**src/seed_queue_pkg.sv**
```systemverilog
package seed_queue_pkg;

	// ==================================================
	// widths and depths
	// ==================================================
	localparam int STATUS_W   = 6;
	localparam int READ_NUM_W = 4;
	localparam int MAX_READ   = 8;	// reads in flight

	localparam int RING_DEPTH = 2 * MAX_READ;
	localparam int RING_PTR_W = 5;	// msb is the wrap bit
	localparam int OCC_DEPTH  = MAX_READ;
	localparam int OCC_PTR_W  = 3;	// index bits, wrap bit added on top

	localparam int POS_W      = 7;
	localparam int INTV_W     = 33;	// kept low bits of an interval word
	localparam int INFO_W     = 14;	// 7-bit high and 7-bit low info fields
	localparam int BASE_W     = 8;
	localparam int OCC_WORD_W = 32;
	localparam int OCC_WORDS  = 4;

	localparam int QUERY_LAT  = 3;	// read-base RAM latency, unstalled cycles

	// task fields carried down the delay line, no base and no status
	localparam int STAGE_W = POS_W		// ptr_curr
		+ READ_NUM_W
		+ 3 * INTV_W			// ik_x0..ik_x2
		+ INFO_W
		+ POS_W				// forward_i
		+ POS_W				// min_intv
		+ POS_W;			// backward_x

	// full ring record
	localparam int TASK_W = STAGE_W + BASE_W + STATUS_W;

	// ==================================================
	// task status
	// ==================================================
	typedef enum logic [STATUS_W-1:0] {
		BUBBLE  = 6'd0,
		F_INIT  = 6'd1,
		F_RUN   = 6'd2,
		F_BREAK = 6'd3
	} task_status_e;

endpackage

```
**src/occ_response_fifo.sv**
```systemverilog
module occ_response_fifo import seed_queue_pkg::*; (
	input  logic                  Clk_32UI,
	input  logic                  reset_n,
	input  logic                  dram_get,
	input  logic                  occ_pop,
	input  logic [OCC_WORD_W-1:0] occ_a0,
	input  logic [OCC_WORD_W-1:0] occ_a1,
	input  logic [OCC_WORD_W-1:0] occ_a2,
	input  logic [OCC_WORD_W-1:0] occ_a3,
	output logic                  occ_valid,
	output logic [OCC_WORD_W-1:0] occ_head0,
	output logic [OCC_WORD_W-1:0] occ_head1,
	output logic [OCC_WORD_W-1:0] occ_head2,
	output logic [OCC_WORD_W-1:0] occ_head3
);

	logic [OCC_WORDS*OCC_WORD_W-1:0] occ_mem [OCC_DEPTH];
	logic [OCC_PTR_W:0]              wr_ptr;	// extra wrap bit so all 8 slots fill
	logic [OCC_PTR_W:0]              rd_ptr;

	assign occ_valid = (wr_ptr != rd_ptr);

	// DRAM has no ready, so a pulse is taken even under stall
	always_ff @(posedge Clk_32UI) begin
		if (!reset_n) begin
			wr_ptr <= '0;
			rd_ptr <= '0;
		end else begin
			if (dram_get) begin
				wr_ptr <= wr_ptr + 1'b1;
			end
			if (occ_pop && occ_valid) begin
				rd_ptr <= rd_ptr + 1'b1;
			end
		end
	end

	always_ff @(posedge Clk_32UI) begin
		if (dram_get) begin
			occ_mem[wr_ptr[OCC_PTR_W-1:0]] <= {occ_a0, occ_a1, occ_a2, occ_a3};
		end
	end

	assign {occ_head0, occ_head1, occ_head2, occ_head3} = occ_mem[rd_ptr[OCC_PTR_W-1:0]];

endmodule

```
**src/query_delay_line.sv**
```systemverilog
module query_delay_line import seed_queue_pkg::*; (
	input  logic                  Clk_32UI,
	input  logic                  reset_n,
	input  logic                  stall,
	input  task_status_e          in_status,
	input  logic [POS_W-1:0]      ptr_curr,
	input  logic [READ_NUM_W-1:0] read_num,
	input  logic [INTV_W-1:0]     ik_x0,
	input  logic [INTV_W-1:0]     ik_x1,
	input  logic [INTV_W-1:0]     ik_x2,
	input  logic [INFO_W-1:0]     ik_info,
	input  logic [POS_W-1:0]      forward_i,
	input  logic [POS_W-1:0]      min_intv,
	input  logic [POS_W-1:0]      backward_x,
	input  logic [BASE_W-1:0]     query_base,
	output logic                  ring_write,
	output logic [TASK_W-1:0]     ring_record
);

	task_status_e                status_d [QUERY_LAT];
	logic [STAGE_W-1:0]          fields_d [QUERY_LAT];
	task_status_e                rec_status;	// fourth register
	logic [TASK_W-STATUS_W-1:0]  rec_body;

	// status chain
	always_ff @(posedge Clk_32UI) begin
		if (!reset_n) begin
			for (int i = 0; i < QUERY_LAT; i++) begin
				status_d[i] <= BUBBLE;
			end
			rec_status <= BUBBLE;
		end else if (!stall) begin
			status_d[0] <= in_status;
			for (int i = 1; i < QUERY_LAT; i++) begin
				status_d[i] <= status_d[i-1];
			end
			rec_status <= status_d[QUERY_LAT-1];
		end
	end

	// payload waits here while the RAM looks up the base
	always_ff @(posedge Clk_32UI) begin
		if (!stall) begin
			fields_d[0] <= {ptr_curr, read_num, ik_x0, ik_x1, ik_x2, ik_info,
				forward_i, min_intv, backward_x};
			for (int i = 1; i < QUERY_LAT; i++) begin
				fields_d[i] <= fields_d[i-1];
			end
			// base goes between min_intv and backward_x
			rec_body <= {fields_d[QUERY_LAT-1][STAGE_W-1:POS_W], query_base,
				fields_d[QUERY_LAT-1][POS_W-1:0]};
		end
	end

	assign ring_write  = (rec_status != BUBBLE);
	assign ring_record = {rec_body, rec_status};

endmodule

```
**src/seed_queue_top.sv**
```systemverilog
module seed_queue_top import seed_queue_pkg::*; (
	input  logic                  Clk_32UI,
	input  logic                  reset_n,
	input  logic                  stall,
	// pipeline side
	input  task_status_e          in_status,
	input  logic [POS_W-1:0]      ptr_curr,
	input  logic [READ_NUM_W-1:0] read_num,
	input  logic [INTV_W-1:0]     ik_x0,
	input  logic [INTV_W-1:0]     ik_x1,
	input  logic [INTV_W-1:0]     ik_x2,
	input  logic [INFO_W-1:0]     ik_info,
	input  logic [POS_W-1:0]      forward_i,
	input  logic [POS_W-1:0]      min_intv,
	input  logic [POS_W-1:0]      backward_x,
	input  logic [POS_W-1:0]      next_query_position,
	input  logic [READ_NUM_W-1:0] read_num_query,
	// read-base RAM
	output logic [POS_W-1:0]      query_position,
	output logic [READ_NUM_W-1:0] query_read_num,
	input  logic [BASE_W-1:0]     query_base,
	// DRAM count responses
	input  logic                  dram_get,
	input  logic [OCC_WORD_W-1:0] occ_a0,
	input  logic [OCC_WORD_W-1:0] occ_a1,
	input  logic [OCC_WORD_W-1:0] occ_a2,
	input  logic [OCC_WORD_W-1:0] occ_a3,
	// new read source
	output logic                  new_read,
	input  logic                  new_read_valid,
	input  logic [READ_NUM_W-1:0] new_read_num,
	input  logic [INTV_W-1:0]     new_ik_x0,
	input  logic [INTV_W-1:0]     new_ik_x1,
	input  logic [INTV_W-1:0]     new_ik_x2,
	input  logic [INFO_W-1:0]     new_ik_info,
	input  logic [POS_W-1:0]      new_forward_i,
	input  logic [POS_W-1:0]      new_min_intv,
	// back to the pipeline
	output task_status_e          out_status,
	output logic [POS_W-1:0]      out_ptr_curr,
	output logic [READ_NUM_W-1:0] out_read_num,
	output logic [INTV_W-1:0]     out_ik_x0,
	output logic [INTV_W-1:0]     out_ik_x1,
	output logic [INTV_W-1:0]     out_ik_x2,
	output logic [INFO_W-1:0]     out_ik_info,
	output logic [POS_W-1:0]      out_forward_i,
	output logic [POS_W-1:0]      out_min_intv,
	output logic [POS_W-1:0]      out_backward_x,
	output logic [BASE_W-1:0]     out_query,
	output logic [OCC_WORD_W-1:0] out_occ0,
	output logic [OCC_WORD_W-1:0] out_occ1,
	output logic [OCC_WORD_W-1:0] out_occ2,
	output logic [OCC_WORD_W-1:0] out_occ3
);

	logic                  ring_write;
	logic [TASK_W-1:0]     ring_record;
	logic                  ring_pop;
	task_status_e          head_status;
	logic [TASK_W-1:0]     head_record;
	logic                  occ_valid;
	logic                  occ_pop;
	logic [OCC_WORD_W-1:0] occ_head0;
	logic [OCC_WORD_W-1:0] occ_head1;
	logic [OCC_WORD_W-1:0] occ_head2;
	logic [OCC_WORD_W-1:0] occ_head3;

	// ==================================================
	// query request and new-read handshake
	// ==================================================
	assign query_position = next_query_position;	// forward side only
	assign query_read_num = read_num_query;

	// ring-empty term keeps this in step with the dispatcher's init branch
	assign new_read = new_read_valid && !occ_valid && !stall && (head_status == BUBBLE);

	query_delay_line u_delay (
		.Clk_32UI    (Clk_32UI),
		.reset_n     (reset_n),
		.stall       (stall),
		.in_status   (in_status),
		.ptr_curr    (ptr_curr),
		.read_num    (read_num),
		.ik_x0       (ik_x0),
		.ik_x1       (ik_x1),
		.ik_x2       (ik_x2),
		.ik_info     (ik_info),
		.forward_i   (forward_i),
		.min_intv    (min_intv),
		.backward_x  (backward_x),
		.query_base  (query_base),
		.ring_write  (ring_write),
		.ring_record (ring_record)
	);

	task_ring u_ring (
		.Clk_32UI    (Clk_32UI),
		.reset_n     (reset_n),
		.stall       (stall),
		.ring_write  (ring_write),
		.ring_pop    (ring_pop),
		.ring_record (ring_record),
		.head_status (head_status),
		.head_record (head_record)
	);

	occ_response_fifo u_occ (
		.Clk_32UI  (Clk_32UI),
		.reset_n   (reset_n),
		.dram_get  (dram_get),
		.occ_pop   (occ_pop),
		.occ_a0    (occ_a0),
		.occ_a1    (occ_a1),
		.occ_a2    (occ_a2),
		.occ_a3    (occ_a3),
		.occ_valid (occ_valid),
		.occ_head0 (occ_head0),
		.occ_head1 (occ_head1),
		.occ_head2 (occ_head2),
		.occ_head3 (occ_head3)
	);

	task_dispatch u_dispatch (
		.Clk_32UI       (Clk_32UI),
		.reset_n        (reset_n),
		.stall          (stall),
		.occ_valid      (occ_valid),
		.new_read_valid (new_read_valid),
		.head_status    (head_status),
		.head_record    (head_record),
		.occ_head0      (occ_head0),
		.occ_head1      (occ_head1),
		.occ_head2      (occ_head2),
		.occ_head3      (occ_head3),
		.new_read_num   (new_read_num),
		.new_ik_x0      (new_ik_x0),
		.new_ik_x1      (new_ik_x1),
		.new_ik_x2      (new_ik_x2),
		.new_ik_info    (new_ik_info),
		.new_forward_i  (new_forward_i),
		.new_min_intv   (new_min_intv),
		.ring_pop       (ring_pop),
		.occ_pop        (occ_pop),
		.out_status     (out_status),
		.out_ptr_curr   (out_ptr_curr),
		.out_forward_i  (out_forward_i),
		.out_min_intv   (out_min_intv),
		.out_backward_x (out_backward_x),
		.out_read_num   (out_read_num),
		.out_ik_x0      (out_ik_x0),
		.out_ik_x1      (out_ik_x1),
		.out_ik_x2      (out_ik_x2),
		.out_ik_info    (out_ik_info),
		.out_query      (out_query),
		.out_occ0       (out_occ0),
		.out_occ1       (out_occ1),
		.out_occ2       (out_occ2),
		.out_occ3       (out_occ3)
	);

endmodule

```
**src/task_dispatch.sv**
```systemverilog
module task_dispatch import seed_queue_pkg::*; (
	input  logic                  Clk_32UI,
	input  logic                  reset_n,
	input  logic                  stall,
	input  logic                  occ_valid,
	input  logic                  new_read_valid,
	input  task_status_e          head_status,
	input  logic [TASK_W-1:0]     head_record,
	input  logic [OCC_WORD_W-1:0] occ_head0,
	input  logic [OCC_WORD_W-1:0] occ_head1,
	input  logic [OCC_WORD_W-1:0] occ_head2,
	input  logic [OCC_WORD_W-1:0] occ_head3,
	input  logic [READ_NUM_W-1:0] new_read_num,
	input  logic [INTV_W-1:0]     new_ik_x0,
	input  logic [INTV_W-1:0]     new_ik_x1,
	input  logic [INTV_W-1:0]     new_ik_x2,
	input  logic [INFO_W-1:0]     new_ik_info,
	input  logic [POS_W-1:0]      new_forward_i,
	input  logic [POS_W-1:0]      new_min_intv,
	output logic                  ring_pop,
	output logic                  occ_pop,
	output task_status_e          out_status,
	output logic [POS_W-1:0]      out_ptr_curr,
	output logic [POS_W-1:0]      out_forward_i,
	output logic [POS_W-1:0]      out_min_intv,
	output logic [POS_W-1:0]      out_backward_x,
	output logic [READ_NUM_W-1:0] out_read_num,
	output logic [INTV_W-1:0]     out_ik_x0,
	output logic [INTV_W-1:0]     out_ik_x1,
	output logic [INTV_W-1:0]     out_ik_x2,
	output logic [INFO_W-1:0]     out_ik_info,
	output logic [BASE_W-1:0]     out_query,
	output logic [OCC_WORD_W-1:0] out_occ0,
	output logic [OCC_WORD_W-1:0] out_occ1,
	output logic [OCC_WORD_W-1:0] out_occ2,
	output logic [OCC_WORD_W-1:0] out_occ3
);

	logic [POS_W-1:0]      h_ptr_curr;
	logic [READ_NUM_W-1:0] h_read_num;
	logic [INTV_W-1:0]     h_ik_x0;
	logic [INTV_W-1:0]     h_ik_x1;
	logic [INTV_W-1:0]     h_ik_x2;
	logic [INFO_W-1:0]     h_ik_info;
	logic [POS_W-1:0]      h_forward_i;
	logic [POS_W-1:0]      h_min_intv;
	logic [BASE_W-1:0]     h_query;
	logic [POS_W-1:0]      h_backward_x;
	logic [STATUS_W-1:0]   h_status;
	logic                  take_break;
	logic                  take_count;
	logic                  take_new;

	// same field order as the delay line packs it
	assign {h_ptr_curr, h_read_num, h_ik_x0, h_ik_x1, h_ik_x2, h_ik_info,
		h_forward_i, h_min_intv, h_query, h_backward_x, h_status} = head_record;

	// ==================================================
	// priority: break, counted task, new read, bubble
	// ==================================================
	assign take_break = (head_status == F_BREAK);
	assign take_count = (head_status != BUBBLE) && !take_break && occ_valid;
	assign take_new   = (head_status == BUBBLE) && !occ_valid && new_read_valid;

	assign ring_pop = !stall && (take_break || take_count);
	assign occ_pop  = !stall && take_count;

	always_ff @(posedge Clk_32UI) begin
		if (!reset_n) begin
			out_status <= BUBBLE;
		end else if (!stall) begin
			if (take_break || take_count) begin
				out_status <= task_status_e'(h_status);
			end else if (take_new) begin
				out_status <= F_INIT;
			end else begin
				out_status <= BUBBLE;
			end
		end
	end

	// payload holds through bubbles
	always_ff @(posedge Clk_32UI) begin
		if (!stall) begin
			if (take_break || take_count) begin
				out_ptr_curr   <= h_ptr_curr;
				out_read_num   <= h_read_num;
				out_ik_x0      <= h_ik_x0;
				out_ik_x1      <= h_ik_x1;
				out_ik_x2      <= h_ik_x2;
				out_ik_info    <= h_ik_info;
				out_forward_i  <= h_forward_i;
				out_min_intv   <= h_min_intv;
				out_query      <= h_query;
				out_backward_x <= h_backward_x;
			end else if (take_new) begin
				out_ptr_curr   <= '0;
				out_read_num   <= new_read_num;
				out_ik_x0      <= new_ik_x0;
				out_ik_x1      <= new_ik_x1;
				out_ik_x2      <= new_ik_x2;
				out_ik_info    <= new_ik_info;
				out_forward_i  <= new_forward_i + POS_W'(1);
				out_min_intv   <= new_min_intv;
				out_query      <= '0;	// first round needs no base
				out_backward_x <= new_forward_i;
			end
			if (take_count) begin
				out_occ0 <= occ_head0;
				out_occ1 <= occ_head1;
				out_occ2 <= occ_head2;
				out_occ3 <= occ_head3;
			end
		end
	end

endmodule

```
**src/task_ring.sv**
```systemverilog
module task_ring import seed_queue_pkg::*; (
	input  logic              Clk_32UI,
	input  logic              reset_n,
	input  logic              stall,
	input  logic              ring_write,
	input  logic              ring_pop,
	input  logic [TASK_W-1:0] ring_record,
	output task_status_e      head_status,
	output logic [TASK_W-1:0] head_record
);

	logic [TASK_W-1:0]     rec_mem    [RING_DEPTH];
	task_status_e          status_mem [RING_DEPTH];	// separate copy for head lookahead
	logic [RING_PTR_W-1:0] wr_ptr;
	logic [RING_PTR_W-1:0] rd_ptr;
	logic                  ring_empty;
	logic                  do_write;

	assign do_write   = ring_write && !stall;
	assign ring_empty = (wr_ptr == rd_ptr);	// wrap bits equal too

	always_ff @(posedge Clk_32UI) begin
		if (!reset_n) begin
			wr_ptr <= '0;
			rd_ptr <= '0;
		end else begin
			if (do_write) begin
				wr_ptr <= wr_ptr + 1'b1;
			end
			if (ring_pop && !ring_empty) begin
				rd_ptr <= rd_ptr + 1'b1;
			end
		end
	end

	always_ff @(posedge Clk_32UI) begin
		if (do_write) begin
			rec_mem[wr_ptr[RING_PTR_W-2:0]]    <= ring_record;
			status_mem[wr_ptr[RING_PTR_W-2:0]] <= task_status_e'(ring_record[STATUS_W-1:0]);
		end
	end

	assign head_status = ring_empty ? BUBBLE : status_mem[rd_ptr[RING_PTR_W-2:0]];
	assign head_record = rec_mem[rd_ptr[RING_PTR_W-2:0]];

endmodule

```
**config.mk**
```make
export PLATFORM = sky130hd
export DESIGN_NAME = seed_queue_top
export DESIGN_NICKNAME = d
export VERILOG_FILES = /design/src/seed_queue_pkg.sv /design/src/occ_response_fifo.sv /design/src/query_delay_line.sv /design/src/seed_queue_top.sv /design/src/task_dispatch.sv /design/src/task_ring.sv
export SDC_FILE = /design/constraint.sdc
export NUM_CORES = 2
export LEC_CHECK = 0
export BUFFER_PORTS_ARGS = -buffer_cell sky130_fd_sc_hd__buf_4
export CAP_MARGIN = 30
export CORE_ASPECT_RATIO = 0.6
export CORE_MARGIN = 5
export CORE_UTILIZATION = 50
export DETAILED_ROUTE_END_ITERATION = 8
export PLACE_DENSITY = 0.77
export SYNTH_ARGS = -nofsm -noshare
export SYNTH_HDL_FRONTEND = slang
export SYNTH_MEMORY_MAX_BITS = 65536
export SYNTH_SLANG_ARGS = --single-unit
```
**constraint.sdc**
```tcl
create_clock -name Clk_32UI -period 28.3 [get_ports Clk_32UI]
set_clock_uncertainty 0.15 [all_clocks]
set_input_delay 0 -clock Clk_32UI [delete_from_list [all_inputs] [get_ports Clk_32UI]]
set_output_delay 0 -clock Clk_32UI [all_outputs]
set_load 0.02 [all_outputs]
```
* After elaboration in Yosys (flattened, before gate mapping)
Memory sizes are Yosys's and may differ from the RTL's. A register that Yosys moved wholly into a read port is not among the register bits.
Index checks and enable logic that the tools add are counted.
** Storage, ports and cells
- Bits in registers :: 330
- Bits in writable memories :: 4117
- Input port bits :: 434
- Output and inout bits :: 299
- Logic and storage cells :: 97
- Memories kept :: 5
** Memory list
- u_ring.rec_mem :: depth 16, bits a word 159, read ports 1, clocked after memory_dff 1, wr ports 1, line task_ring.sv:12 : logic [TASK_W-1:0] rec_mem [RING_DEPTH];
- u_occ.occ_mem :: depth 8, bits a word 128, read ports 1, clocked after memory_dff 1, wr ports 1, line occ_response_fifo.sv:17 : logic [OCC_WORDS*OCC_WORD_W-1:0] occ_mem [OCC_DEPTH];
- u_delay.fields_d :: depth 3, bits a word 145, read ports 3, clocked after memory_dff 1, wr ports 3, line query_delay_line.sv:21 : logic [STAGE_W-1:0] fields_d [QUERY_LAT];
- u_ring.status_mem :: depth 16, bits a word 6, read ports 1, clocked after memory_dff 1, wr ports 1, line task_ring.sv:13 : task_status_e status_mem [RING_DEPTH];
- u_delay.status_d :: depth 3, bits a word 6, read ports 3, clocked after memory_dff 1, wr ports 3, line query_delay_line.sv:20 : task_status_e status_d [QUERY_LAT];
** Operators by class
- $add $sub $neg :: 5
- Equality and inequality tests :: 3
- Multiplexer cells :: 38
- Bitwise gates (word level) :: 4
- Reductions and logical operators :: 26
** Operator list (count)
- 33-bit 2-to-1 mux :: 6
- 7-bit 2-to-1 mux :: 8
- 6-bit 2-to-1 mux :: 5
- 14-bit 2-to-1 mux :: 2
- 4-bit 2-to-1 mux :: 6
- 8-bit 2-to-1 mux :: 2
- 1-bit logical AND :: 12
- 6-bit nonzero test :: 2
- 5-bit by 1-bit adder with 5-bit output, second input constant :: 2
- 1-bit 2-to-1 mux :: 9
- 4-bit by 1-bit adder with 4-bit output, second input constant :: 2
- 7-bit by 1-bit adder with 7-bit output, second input constant :: 1
- 1-bit zero test :: 7
- 6-bit by 2-bit equality test with 1-bit output, second input constant :: 1
- 6-bit zero test :: 1
- 5-bit equality test :: 1
- 4-bit inequality test :: 1
- 2-bit AND reduction :: 2
- 1-bit OR :: 3
- 2-bit nonzero test :: 1
- 1-bit logical OR :: 1
- 1-bit inverter :: 1

* Logic depth before layout (Yosys ltp)
- Word-level depth :: 11
- Depth in mapped cells :: 13
- Gate-level depth less buffers :: 7

* Modules after synthesis
Synthesis repeated with hierarchy kept, for this count alone.
** Second synthesis, totals
- Cell total of the unflattened synthesis :: 6562
- Area total of the unflattened synthesis :: 165035.8 sq um
** Modules (own cells, without submodules)
- task_ring :: instances 1, cells an instance 3847, area an instance 96602.6 sq um, seq. area each 76673.5 sq um
- occ_response_fifo :: instances 1, cells an instance 1540, area an instance 39110.0 sq um, seq. area each 30969.7 sq um
- query_delay_line :: instances 1, cells an instance 650, area an instance 18581.6 sq um, seq. area each 18317.6 sq um
- task_dispatch :: instances 1, cells an instance 510, area an instance 10636.5 sq um, seq. area each 8558.2 sq um
- seed_queue_top :: instances 1, cells an instance 15, area an instance 105.1 sq um, seq. area each 0.0 sq um

* Least setup slack after synthesis
OpenSTA, ideal clock, no wires.
- Path type :: input port to flip-flop
- From :: input port stall
- To :: register (tool-made name)
- Library setup time :: 0.073 ns
- Arrival time :: 12.923 ns
- Setup slack :: 15.154 ns
- Cell stages on the path :: 5
- Cells stage by stage :: clkbuf_1 > inv_1 > nand4_1 > a21oi_1 > mux2i_1
** RTL lines
- start: declaration :: line seed_queue_top.sv:4 : input logic stall,

==> results.md <==
* TritonCTS Buffers at 390
* Relative slew slack at between 10% and 20%
* H-tree depth at 5
* CTS tree: done
* Most frequent cells in the layout: edfxtp_1, mux4_2, dlygate4sd3_1, buf_4, clkbuf_16
* Hold Slack at 96.1 ps
* Total track usage at between 20 and 25%
* Endpoint of the worst hold path: u_dispatch.out_status[0]
* Post-synthesis sequential area ratio at 82.0%
* Pin count of the biggest net entering global routing at around 170
* Clock transition at path regs at approximately 70 ps
* Die H at 454 um
* GPL Wtd Cong at between 0.7 and 0.8
* DRT antenna net count at 0
* Worst setup EP type: flip-flop
* Wire per inst at 33.0 um
* Worst slew pin tran at approximately 1300 ps
* Placed cells at roughly 11k
* Endpoints failing hold at 0
* R2R cell count at 11
* Die Area at 0.340 mm2
* Total iterations of the first detailed-routing run at 7
* Setup violators final at 0
* RR Endpoint: u_dispatch.out_ik_x0[20]
* Core area at between 0.3 and 0.4 mm2
* Antenna violations before repair at 46
* Layout cells sized above 1 at a little under a third
* Vias post-DR at between 70k and 80k
* Setup bufs post-CTS at 0
* RSZ-0062 raised after global routing: no
* Site Rows at about 160
* Detail Placement HPWL at around 200,000 um
* PostCTS Resize Cnt at 0
* Async SR Flop Fraction at 0%
* Worst hold start: new_read_valid
* Arrival @ worst endpoint at approximately 8000 ps
* Post-synth design cell area at 0.164 mm2
* Register-to-register path setup slack at between 20,000 and 25,000 ps
* CTS Buffer Depth at 4
* Fmax at approximately 130 MHz
* Most used DFF post-synth: edfxtp_1
* Crit path time final at approximately 7400 ps
* GR Overflow Total at 0
* Number of max-cap violations at 0
* Hold path depth at 4
* Drc violations at 0
* Num ports at around 730
* Layout area overhead at 19.7%
* Syn_area_per_cell at ~26 um2
* Post-Syn Instances at 6,349
* Vias in the first global route at 82.1k
* Max IR drop VDD at between 50 and 60 uV
* Clk sink count at ~4.5k
* Worst setup margin at between 20,000 and 25,000 ps
* Clock Latency Late Sink at around 960 ps
* Nets at 8,615
* Post-route design area at between 0.15 and 0.2 mm2
* Ys Warns at 0
* EDFF count, synth at around 4.5k
* Root buf cell: clkbuf_16
* Yosys reg bits at about 4.5k
* Hold buffers post-CTS at between 800 and 900
* Worst endpoint required time at ~29,000 ps
* DP Area at ~0.18 mm2
* Finished Layout Cells at around 13k
* Synth cell types at 54
* Crit Path Category: reg -> reg
* Post-Route WL at roughly 420,000 um
* Fin. max-slew vios at 0
* Power density cells at a little under 70 mW/mm2
* Port Buffer Count at approximately 700
* HP Class: in -> reg
* Outcome: complete, no violations
* Startpoint type of the worst setup path: flip-flop
* Most common cell after layout, fill and taps aside: edfxtp_1
* Final period utilization at between 20% and 30%
* Avg Vias per Cell at a little over 6
* Initial Util at just over 50%
* Initial drt markers at approximately 12k
* Setup WS pre-CTS at 20,590 ps
* TNS Setup at 0 ps
* First-pass GRT wire length at 605,000 um
* Leak at 62.1 nW
* Max FO, Critical Path at 103
* Synthesized Nets at between 6k and 7k
* DIE WIDTH at between 700 and 800 um
[through the flow]
stage	power, W	util [%]
after floorplan	0.00805	-
after global placement	0.00825	53.6
after detailed placement	0.00827	53.8
after CTS	0.0136	60.2
after global routing	0.0140	60.3
final	0.0136	60.3
[critical path, cell delays in order (launching register included)]
cell      delay [ps]
dfxtp_4          750
buf_4            770
buf_12           680
mux4_2           640
mux2_2           310
a21oi_2          230
o211ai_4         170
or4_1            680
nand2_8          520
buf_4            690
buf_4            770
mux2_1           450
[sequential cells by signal (all words and copies together) (netlist names), 6 cells and up, named ones only]
| name | count |
|---|---|
| u_dispatch.out_backward_x | 7 |
| u_dispatch.out_ik_x1 | 33 |
| u_dispatch.out_ptr_curr | 7 |
| u_dispatch.out_forward_i | 7 |
| u_dispatch.out_min_intv | 7 |
| u_occ.occ_mem | 1024 |
| u_dispatch.out_occ3 | 32 |
| u_ring.rec_mem | 2544 |
| u_delay.rec_body | 153 |
| u_dispatch.out_occ1 | 32 |
| u_delay.rec_status | 6 |
| u_dispatch.out_query | 8 |
| u_dispatch.out_occ0 | 32 |
| u_dispatch.out_status | 6 |
| u_dispatch.out_ik_info | 14 |
| u_delay.status_d | 18 |
| u_dispatch.out_ik_x2 | 33 |
| u_dispatch.out_occ2 | 32 |
| u_delay.fields_d | 435 |
| u_dispatch.out_ik_x0 | 33 |
[worst max-delay path by stage]
stage	start	end	slack, ps	cells after the start
detailed placement	flip-flop	u_dispatch.out_ik_x0[13]	20590	11
finish	flip-flop	u_dispatch.out_ik_x0[20]	20890	11
floorplan	stall	flip-flop	15150	5
CTS	flip-flop	u_dispatch.out_ik_x0[26]	20530	11
global route	flip-flop	u_dispatch.out_ik_x0[20]	20480	11
global placement	flip-flop	u_dispatch.out_ik_x0[11]	20720	10
[routing by layer]
| layer | wire length (um) | share of wire (%) | vias up | track usage (%) |
|---|---|---|---|---|
| met5 | 61 | 0.014 | - | 0 |
| met4 | 20100 | 4.7 | 8 | 10.5 |
| met3 | 40300 | 9.5 | 988 | 4.37 |
| met2 | 214000 | 50 | 5810 | 40.9 |
| met1 | 150000 | 35 | 42200 | 32.7 |
| li1 | - | - | 30900 | - |
[Yosys cell counts (9+ instances only)]
| cell type | instances | share of area [%] |
|---|---|---|
| edfxtp_1 | 4455 | 82 |
| mux4_2 | 1039 | 14 |
| clkbuf_1 | 166 | 0.38 |
| mux2_1 | 135 | 0.93 |
| mux2_2 | 134 | 0.92 |
| buf_2 | 63 | 0.19 |
| and2_1 | 46 | 0.18 |
| dfxtp_1 | 34 | 0.42 |
| buf_1 | 31 | 0.071 |
| mux2i_1 | 30 | 0.18 |
| nor2_1 | 29 | 0.066 |
| nand2_1 | 24 | 0.055 |
| buf_4 | 18 | 0.082 |
| xnor2_1 | 14 | 0.075 |
| buf_6 | 13 | 0.089 |
| nand2b_1 | 13 | 0.050 |
| nor2b_1 | 12 | 0.046 |
| nand3_1 | 9 | 0.027 |
[kinds of logic after synthesis]
logic type	share of synthesized area, %
AO/OA/AOI/OAI	0.198
XOR/XNOR	0.117
adder cells (fa/ha/maj)	0.0610
buffers and inverters	0.843
flip-flops	82.0
multiplexers	16.3
AND/OR/NAND/NOR	0.497
[area by class of cell]
class,instances,area (um2)
diodes,26,65.1
clock buffers,462,10100
clock inverters,235,2260
fillers,21000,129000
inverters,7,43.8
multi-input cells,1561,28300
flip-flops and latches,4489,134000
well taps,4346,5440
repair buffers,1724,15700
[power by group]
part           total (W)  leakage [nW]  switching (W)  internal, W
logic           0.000667          15.1       0.000340     0.000327
registers        0.00760          41.0       0.000111      0.00749
clock network    0.00533          6.00        0.00247      0.00286
Power figures use the tool's default switching activity.
